<file path="src/source/snapshot_settings.svh">
/*
  Save-state probe settings
  Bridge regions, the unused core memory ranges that get masked,
  the marker word and the handshake and video timing constants.
*/
`ifndef SNAPSHOT_SETTINGS_SVH
`define SNAPSHOT_SETTINGS_SVH

// bridge decode
`define SS_REGION_NIBBLE    4'h4
`define FAILURE_COUNT_ADDR  32'h0000_0000

// replaces words from unused memory
`define SS_MARKER_WORD      64'h0000_0000_FEEB_DAED

// core address bounds of the unused ranges
`define SS_MASK_LO_END      26'd8192
`define SS_CHR_BASE         26'h020_0000
`define SS_CHR_END          26'h030_0000
`define SS_VRAM_BASE        26'h030_0000
`define SS_VRAM_END         26'h030_0800
`define SS_CHRRAM_BASE      26'h038_0000
`define SS_CHRRAM_END       26'h038_0800
`define SS_CARTRAM_BASE     26'h03C_0000
`define SS_CARTRAM_END      26'h040_0000

// timing
`define SS_HOLD_CYCLES      32
`define HS_DELAY_CYCLES     7
`define HALFWORDS_PER_WORD  4

`endif

</file>
<file path="src/source/snapshot_pkg.sv">
/*
  Save-state probe types
  Packed bundles for the bridge bus, the core save-state port,
  the halfword read path, the handshake status and the video path.
*/
package snapshot_pkg;

  ////////////////////////////////////////////////////////////
  // host bridge side

  typedef struct packed {
    logic [31:0] addr;
    logic        rd;
  } bridge_req_t;

  // halfword read strobe into the serializer
  typedef struct packed {
    logic        rd;
    logic [27:0] addr;
  } ss_read_t;

  typedef struct packed {
    logic ack;
    logic busy;
    logic ok;
  } savestate_status_t;

  ////////////////////////////////////////////////////////////
  // emulation core side

  // a write is req high with rnw low
  typedef struct packed {
    logic        req;
    logic        rnw;
    logic [25:0] addr;
    logic [63:0] wdata;
  } ss_core_req_t;

  typedef struct packed {
    logic        h_blank;
    logic        v_blank;
    logic        hs;
    logic        vs;
    logic [23:0] rgb;
  } core_video_t;

  // scaler facing
  typedef struct packed {
    logic        de;
    logic        hs;
    logic        vs;
    logic [23:0] rgb;
  } video_out_t;

endpackage

</file>
<file path="src/source/savestate_start_ctrl.sv">
/*
  Save-state start handshake
  Acks a start request edge, holds busy for a fixed window,
  then reports ok. Also pauses the core while either side is busy.
*/
`include "snapshot_settings.svh"

module savestate_start_ctrl import snapshot_pkg::*; (
  input  logic              clk_74a,
  input  logic              reset,
  input  logic              savestate_start,
  input  logic              ss_busy,
  output savestate_status_t status,
  output logic              core_pause
);

  localparam int HOLD  = `SS_HOLD_CYCLES;
  localparam int CNT_W = $clog2(HOLD + 1);

  logic             start_prev;
  logic             start_edge;
  logic [CNT_W-1:0] hold_cnt;

  assign start_edge = savestate_start & ~start_prev;

  always_ff @(posedge clk_74a) begin
    if (reset) begin
      start_prev  <= 1'b0;
      hold_cnt    <= '0;
      status      <= '0;
      core_pause  <= 1'b0;
    end else begin
      start_prev  <= savestate_start;
      status.ack  <= start_edge;
      core_pause  <= status.busy | ss_busy;

      // countdown, busy drops and ok rises on the last count
      if (status.busy) begin
        if (hold_cnt == '0) begin
          status.busy <= 1'b0;
          status.ok   <= 1'b1;
        end else begin
          hold_cnt <= hold_cnt - 1'b1;
        end
      end

      // new request restarts the window and clears the old result
      if (start_edge) begin
        status.busy <= 1'b1;
        status.ok   <= 1'b0;
        hold_cnt    <= CNT_W'(HOLD);
      end
    end
  end

  // busy window never shorter than the hold count
  busy_full_window: assert property (
    @(posedge clk_74a) disable iff (reset) $fell(status.busy) |-> $past(status.busy, HOLD + 1)
  ) else $error("save-state busy window ended before the full hold count");

endmodule

</file>
<file path="src/source/ss_word_serializer.sv">
/*
  Save-state word serializer
  Buffers one 64-bit word from the core, swaps in a marker for
  unused memory, and shifts it out to the bridge as four halfwords.
  Counts reads whose bridge address disagrees with the core address.
*/
`include "snapshot_settings.svh"

module ss_word_serializer import snapshot_pkg::*; (
  input  logic         clk_74a,
  input  logic         reset,
  input  ss_core_req_t core_req,
  input  ss_read_t     rd,
  output logic         ss_ack,
  output logic [15:0]  halfword,
  output logic [31:0]  failure_count
);

  localparam int HW_CNT_W = $clog2(`HALFWORDS_PER_WORD);
  localparam int HW_LAST  = `HALFWORDS_PER_WORD - 1;

  logic                core_wr;
  logic                masked;
  logic                addr_mismatch;
  logic [63:0]         word_buf;
  logic [HW_CNT_W-1:0] hw_count;

  assign core_wr = core_req.req & ~core_req.rnw;

  ////////////////////////////////////////////////////////////
  // unused memory ranges

  // gaps after oam/mapper, chr, chr vram, chr ram and cart ram
  always_comb begin
    masked = 1'b0;
    if (core_req.addr > `SS_MASK_LO_END && core_req.addr < `SS_CHR_BASE) begin
      masked = 1'b1;
    end
    if (core_req.addr > `SS_CHR_END && core_req.addr < `SS_VRAM_BASE) begin
      masked = 1'b1;
    end
    if (core_req.addr > `SS_VRAM_END && core_req.addr < `SS_CHRRAM_BASE) begin
      masked = 1'b1;
    end
    if (core_req.addr > `SS_CHRRAM_END && core_req.addr < `SS_CARTRAM_BASE) begin
      masked = 1'b1;
    end
    if (core_req.addr > `SS_CARTRAM_END) begin
      masked = 1'b1;
    end
  end

  // only the low 22 bits are comparable between the two sides
  assign addr_mismatch = core_req.addr[21:0] != rd.addr[21:0];

  ////////////////////////////////////////////////////////////
  // word buffer

  always_ff @(posedge clk_74a) begin
    if (core_wr) begin
      word_buf <= masked ? `SS_MARKER_WORD : core_req.wdata;
    end else if (rd.rd) begin
      // next halfword moves to the bottom
      word_buf <= {16'h0000, word_buf[63:16]};
    end
  end

  assign halfword = word_buf[15:0];

  ////////////////////////////////////////////////////////////
  // halfword count, core ack and mismatch count

  always_ff @(posedge clk_74a) begin
    if (reset) begin
      hw_count      <= '0;
      ss_ack        <= 1'b0;
      failure_count <= '0;
    end else begin
      ss_ack <= 1'b0;

      if (rd.rd) begin
        hw_count <= hw_count + 1'b1;
        // last halfword out, core may send the next word
        if (hw_count == HW_CNT_W'(HW_LAST)) begin
          ss_ack <= 1'b1;
        end
        if (!masked && addr_mismatch) begin
          failure_count <= failure_count + 1'b1;
        end
      end
    end
  end

  // core waits for ack, so bridge reads never overlap a load
  no_write_during_read: assert property (
    @(posedge clk_74a) disable iff (reset) !(core_wr && rd.rd)
  ) else $error("core write collided with a halfword read");

endmodule

</file>
<file path="src/source/bridge_read_port.sv">
/*
  Bridge read port
  Decodes bridge reads into the failure count or the save-state
  halfword stream and registers the read data for the host.
*/
`include "snapshot_settings.svh"

module bridge_read_port import snapshot_pkg::*; (
  input  logic        clk_74a,
  input  logic        reset,
  input  bridge_req_t bridge,
  output ss_read_t    rd,
  input  logic [15:0] halfword,
  input  logic [31:0] failure_count,
  output logic [31:0] bridge_rd_data
);

  logic in_region;
  logic is_fail_addr;

  ////////////////////////////////////////////////////////////
  // address decode

  assign in_region    = bridge.addr[31:28] == `SS_REGION_NIBBLE;
  assign is_fail_addr = bridge.addr == `FAILURE_COUNT_ADDR;

  // same cycle strobe into the serializer
  assign rd.rd   = bridge.rd & in_region;
  assign rd.addr = bridge.addr[27:0];

  ////////////////////////////////////////////////////////////
  // read data register

  // held until the next read
  always_ff @(posedge clk_74a) begin
    if (reset) begin
      bridge_rd_data <= '0;
    end else if (bridge.rd) begin
      if (is_fail_addr) begin
        bridge_rd_data <= failure_count;
      end else if (in_region) begin
        bridge_rd_data <= {16'h0000, halfword};
      end else begin
        bridge_rd_data <= '0;
      end
    end
  end

endmodule

</file>
<file path="src/source/video_sync_conditioner.sv">
/*
  Video sync conditioner
  Turns core blanking and syncs into data enable, gated colour,
  a delayed single-cycle hsync and a single-cycle vsync.
*/
`include "snapshot_settings.svh"

module video_sync_conditioner import snapshot_pkg::*; (
  input  logic        clk_74a,
  input  logic        reset,
  input  core_video_t core_video,
  output video_out_t  video_out
);

  localparam int HS_DLY = `HS_DELAY_CYCLES;
  localparam int DLY_W  = $clog2(HS_DLY + 1);

  logic             active;
  logic             hs_prev;
  logic             vs_prev;
  logic [DLY_W-1:0] hs_delay;

  assign active = ~(core_video.h_blank | core_video.v_blank);

  always_ff @(posedge clk_74a) begin
    if (reset) begin
      video_out <= '0;
      hs_prev   <= 1'b0;
      vs_prev   <= 1'b0;
      hs_delay  <= '0;
    end else begin
      hs_prev <= core_video.hs;
      vs_prev <= core_video.vs;

      // colour only while visible
      video_out.de  <= active;
      video_out.rgb <= active ? core_video.rgb : 24'h0;

      // vsync pulse right on the rise
      video_out.vs <= core_video.vs & ~vs_prev;

      // hsync pushed later to keep it clear of vsync
      video_out.hs <= hs_delay == DLY_W'(1);
      if (hs_delay != '0) begin
        hs_delay <= hs_delay - 1'b1;
      end
      if (core_video.hs && !hs_prev) begin
        hs_delay <= DLY_W'(HS_DLY);
      end
    end
  end

  // scaler cannot take both syncs in one cycle
  syncs_apart: assert property (
    @(posedge clk_74a) disable iff (reset) !(video_out.hs && video_out.vs)
  ) else $error("hsync and vsync pulses overlap");

endmodule

</file>
<file path="src/source/snapshot_core_top.sv">
/*
  Save-state probe top
  Wires the start handshake, word serializer, bridge read port
  and video conditioning to the bridge, core and video ports.
*/
module snapshot_core_top import snapshot_pkg::*; (
  input  logic              clk_74a,
  input  logic              reset,

  // host bridge
  input  bridge_req_t       bridge,
  output logic [31:0]       bridge_rd_data,

  // save-state handshake
  input  logic              savestate_start,
  output savestate_status_t status,
  input  logic              ss_busy,
  output logic              core_pause,

  // core save-state port
  input  ss_core_req_t      core_req,
  output logic              ss_ack,

  // video
  input  core_video_t       core_video,
  output video_out_t        video_out
);

  ss_read_t    rd;
  logic [15:0] halfword;
  logic [31:0] failure_count;

  savestate_start_ctrl i_start_ctrl (
    .clk_74a         (clk_74a),
    .reset           (reset),
    .savestate_start (savestate_start),
    .ss_busy         (ss_busy),
    .status          (status),
    .core_pause      (core_pause)
  );

  ss_word_serializer i_serializer (
    .clk_74a       (clk_74a),
    .reset         (reset),
    .core_req      (core_req),
    .rd            (rd),
    .ss_ack        (ss_ack),
    .halfword      (halfword),
    .failure_count (failure_count)
  );

  bridge_read_port i_read_port (
    .clk_74a        (clk_74a),
    .reset          (reset),
    .bridge         (bridge),
    .rd             (rd),
    .halfword       (halfword),
    .failure_count  (failure_count),
    .bridge_rd_data (bridge_rd_data)
  );

  video_sync_conditioner i_video (
    .clk_74a    (clk_74a),
    .reset      (reset),
    .core_video (core_video),
    .video_out  (video_out)
  );

endmodule

</file>
<file path="config.mk">
export PLATFORM = sky130hd
export DESIGN_NAME = snapshot_core_top
export DESIGN_NICKNAME = d
export VERILOG_FILES = /design/src/source/snapshot_pkg.sv /design/src/source/savestate_start_ctrl.sv /design/src/source/ss_word_serializer.sv /design/src/source/bridge_read_port.sv /design/src/source/video_sync_conditioner.sv /design/src/source/snapshot_core_top.sv
export VERILOG_INCLUDE_DIRS = /design/src /design/src/source
export SDC_FILE = /design/constraint.sdc
export NUM_CORES = 1
export LEC_CHECK = 0
export ABC_AREA = 1
export BUFFER_PORTS_ARGS = -buffer_cell sky130_fd_sc_hd__buf_2
export CAP_MARGIN = 20
export CORE_MARGIN = 2
export CORE_UTILIZATION = 35
export CTS_CLUSTER_DIAMETER = 120
export CTS_CLUSTER_SIZE = 10
export DETAILED_ROUTE_END_ITERATION = 7
export GPL_ROUTABILITY_DRIVEN = 0
export HOLD_SLACK_MARGIN = 0.05
export PLACE_DENSITY = 0.59
export SLEW_MARGIN = 20
export SYNTH_ARGS = -nofsm -noshare
export SYNTH_HDL_FRONTEND = slang
export SYNTH_HIERARCHICAL = 1
export SYNTH_SLANG_ARGS = --single-unit
export TNS_END_PERCENT = 10
</file>
<file path="constraint.sdc">
create_clock -name clk_74a -period 3.1 [get_ports clk_74a]
set_clock_uncertainty 0.15 [all_clocks]
set_input_delay 0.62 -clock clk_74a [delete_from_list [all_inputs] [get_ports clk_74a]]
set_output_delay 0.62 -clock clk_74a [all_outputs]
set_load 0.01 [all_outputs]
</file>
==> flow_summary.json <==
{
  "floorplan.initialDensity_pct": 35.3,
  "cellPowerDensity_nw_per_um2": 483,
  "die_x_um": 163,
  "number_of_optimization_iterations_in_the_first_detailed_route_pass": 5,
  "die_h_um": 163,
  "timing.final.crit_period_ns": 2.27,
  "cts_max_level": 4,
  "cts_post_setup_buffers_inserted": 0,
  "min_path_type": "in2reg",
  "clock-sinks": 174,
  "avgRoutedWirePerCell_um": 12.9,
  "netlist_area_before_placement_um2": 8820,
  "endpoint_kind": "register",
  "total_leakage_power_nw": 4.68,
  "critical_path_required_ns": 3.31,
  "cts_hold_buf": 0,
  "syn-mean-instance-area_um2": 7.47,
  "timing.final.max_slew_violations": 0,
  "post_route_cells_drive_above_1_share_pct": 22.4,
  "timing_worst_slew_pin_value_ns": 0.618,
  "timing.critical_path.mode_cell": "sky130_fd_sc_hd__nand2_1",
  "ys.warnings.count": 6,
  "grt_start_max_net_pins": 49,
  "fin_nets": 1519,
  "num_vias": 7663,
  "setup-tns-final_ns": 0,
  "critical_path.cell_chain": "ha_1 > nand2_1 > nor2_2 > nand2_1 > nor3_1 > xor2_1 > nand3_1 > a21oi_1",
  "cts_root_buf": "sky130_fd_sc_hd__clkbuf_16",
  "final-setup-viol-count": 0,
  "timing.fmax_ghz": 0.440,
  "maxCapViolations": 0,
  "die_area_um2": 26500,
  "layoutNonFillerInstCount": 1701,
  "final_antenna_net_count": 0,
  "rows": 58,
  "numCtsBuffers": 17,
  "gr-usage-all-layers_pct": 16.6,
  "cp_data_arrival_time_ns": 2.48,
  "hold_viol_final": 0,
  "ratio_of_routed_vias_to_standard_cells": 4.50,
  "num_io_pins": 221,
  "clock_insertion_delay_worst_skew_ns": 0.44,
  "io_buffers": 220,
  "crit_path_top_delay_cell": "sky130_fd_sc_hd__nor3_1",
  "slowest_delay_ns": 0.53,
  "design.core.area_um2": 25000,
  "reg_clk_slew_reported_paths_ns": 0.08,
  "cell_total_after_placement": 1667,
  "syn-instance-count": 1181,
  "rsz0062_at_grt": "no",
  "antenna_found_initial": 7,
  "synth_nets": 1344,
  "routed_wl_um": 21900,
  "grt_pass1_vias": 7161,
  "cts_repair_resize_count": 0,
  "outcome": "complete, no violations",
  "vdd_ir_drop_max_mv": 0.315,
  "syn2layout_area_growth_pct": 20.0,
  "grt_overflow": 0,
  "maxSlewHeadroom_pct": 58.5,
  "place_hpwl_um": 16600,
  "path_class": "reg2reg",
  "remaining_drc_errors": 0,
  "cp-start-kind": "register",
  "global_route_wire_length_before_repair_um": 35200,
  "critical_path_peak_fanout": 5,
  "finalCritPeriodShare_pct": 73.3,
  "cts.path.max_buffers": 2,
  "tritoncts": "done",
  "drtIter0Drc": 490,
  "fin_total_pwr_w": 0.00512
}
[registers in the layout, summed over array words and instances (netlist names), 2 cells and up]
| register | cells |
|---|---|
| i_video/video_out | 27 |
| i_serializer/word_buf | 64 |
| i_serializer/failure_count | 32 |
| i_start_ctrl/hold_cnt | 6 |
| i_start_ctrl/status | 3 |
| i_video/hs_delay | 3 |
| i_serializer/hw_count | 2 |
| i_read_port/bridge_rd_data | 32 |
[power by group]
| part | total [W] | switching, W | internal (W) | leakage, nW |
|---|---|---|---|---|
| registers | 0.00247 | 0.0000259 | 0.00245 | 1.47 |
| logic | 0.000459 | 0.000276 | 0.000183 | 2.92 |
| clock network | 0.00218 | 0.00108 | 0.00110 | 0.298 |
[path summary, 6_finish.rpt]
| path | startpoint | endpoint | slack (ns) | cells past startpoint |
|---|---|---|---|---|
| max | i_serializer/failure_count[1]$_SDFFE_PP0P_ | i_serializer/failure_count[14]$_SDFFE_PP0P_ | 0.83 | 8 |
| min | core_video[21] | i_video/video_out[21]$_SDFF_PP0_ | 0.23 | 3 |
| max reg2reg | i_serializer/failure_count[1]$_SDFFE_PP0P_ | i_serializer/failure_count[14]$_SDFFE_PP0P_ | 0.83 | 8 |
| min reg2reg | i_video/vs_prev$_SDFF_PP0_ | i_video/video_out[24]$_SDFF_PP0_ | 0.25 | 1 |
[worst max-delay path, delay by kind of cell, from the launching register on]
kind / cells / cell delay (ns)
AO/OA/AOI/OAI: 1 / 0.14
XOR/XNOR: 1 / 0.21
adder cells (fa/ha/maj): 1 / 0.25
flip-flops: 1 / 0.43
AND/OR/NAND/NOR: 5 / 1.00
[per-stage QoR]
step	cell area [um2]	worst slack, ns	utilization [%]	hold slack, ns
CTS	10600	0.899	42.4	0.210
global placement	9960	0.557	39.9	0.227
global route	10600	0.722	42.4	0.220
finish	10600	0.828	42.4	0.229
floorplan	8820	0.377	-	0.224
detailed placement	9960	0.475	39.9	0.252
[cell usage in the layout (no fill, tap or decap), types with 9 or more instances in the layout]
cell and count:
sky130_fd_sc_hd__a21oi_1 63, sky130_fd_sc_hd__buf_2 220, sky130_fd_sc_hd__buf_4 15, sky130_fd_sc_hd__clkbuf_16 17, sky130_fd_sc_hd__dfxtp_1 110, sky130_fd_sc_hd__edfxtp_1 64
sky130_fd_sc_hd__inv_1 120, sky130_fd_sc_hd__nand2_1 289, sky130_fd_sc_hd__nand3_1 95, sky130_fd_sc_hd__nor2_1 215, sky130_fd_sc_hd__nor2_2 15, sky130_fd_sc_hd__nor3_1 17
sky130_fd_sc_hd__o21ai_0 19, sky130_fd_sc_hd__xnor2_1 9, sky130_fd_sc_hd__xor2_1 28
[routing by layer]
metal	wire, um	part of all wire [%]	GRT usage, %	vias up
met3	1560	7.1	4.99	29
li1	-	-	-	4037
met4	248	1.1	4.06	10
met5	73	0.33	0	-
met2	9880	45	27.2	200
met1	10100	46	21.4	3387
[final cells by class]
| class | count | area [um2] |
|---|---|---|
| Clock buffer | 17 | 425 |
| Clock inverter | 15 | 191 |
| Timing Repair Buffer | 237 | 1250 |
| Tap cell | 330 | 413 |
| Multi-Input combinational cell | 799 | 3690 |
| Sequential cell | 174 | 4120 |
| Antenna cell | 2 | 5.00 |
| Inverter | 127 | 482 |
| Fill cell | 2619 | 14400 |
(Power assumes the default switching activity.)
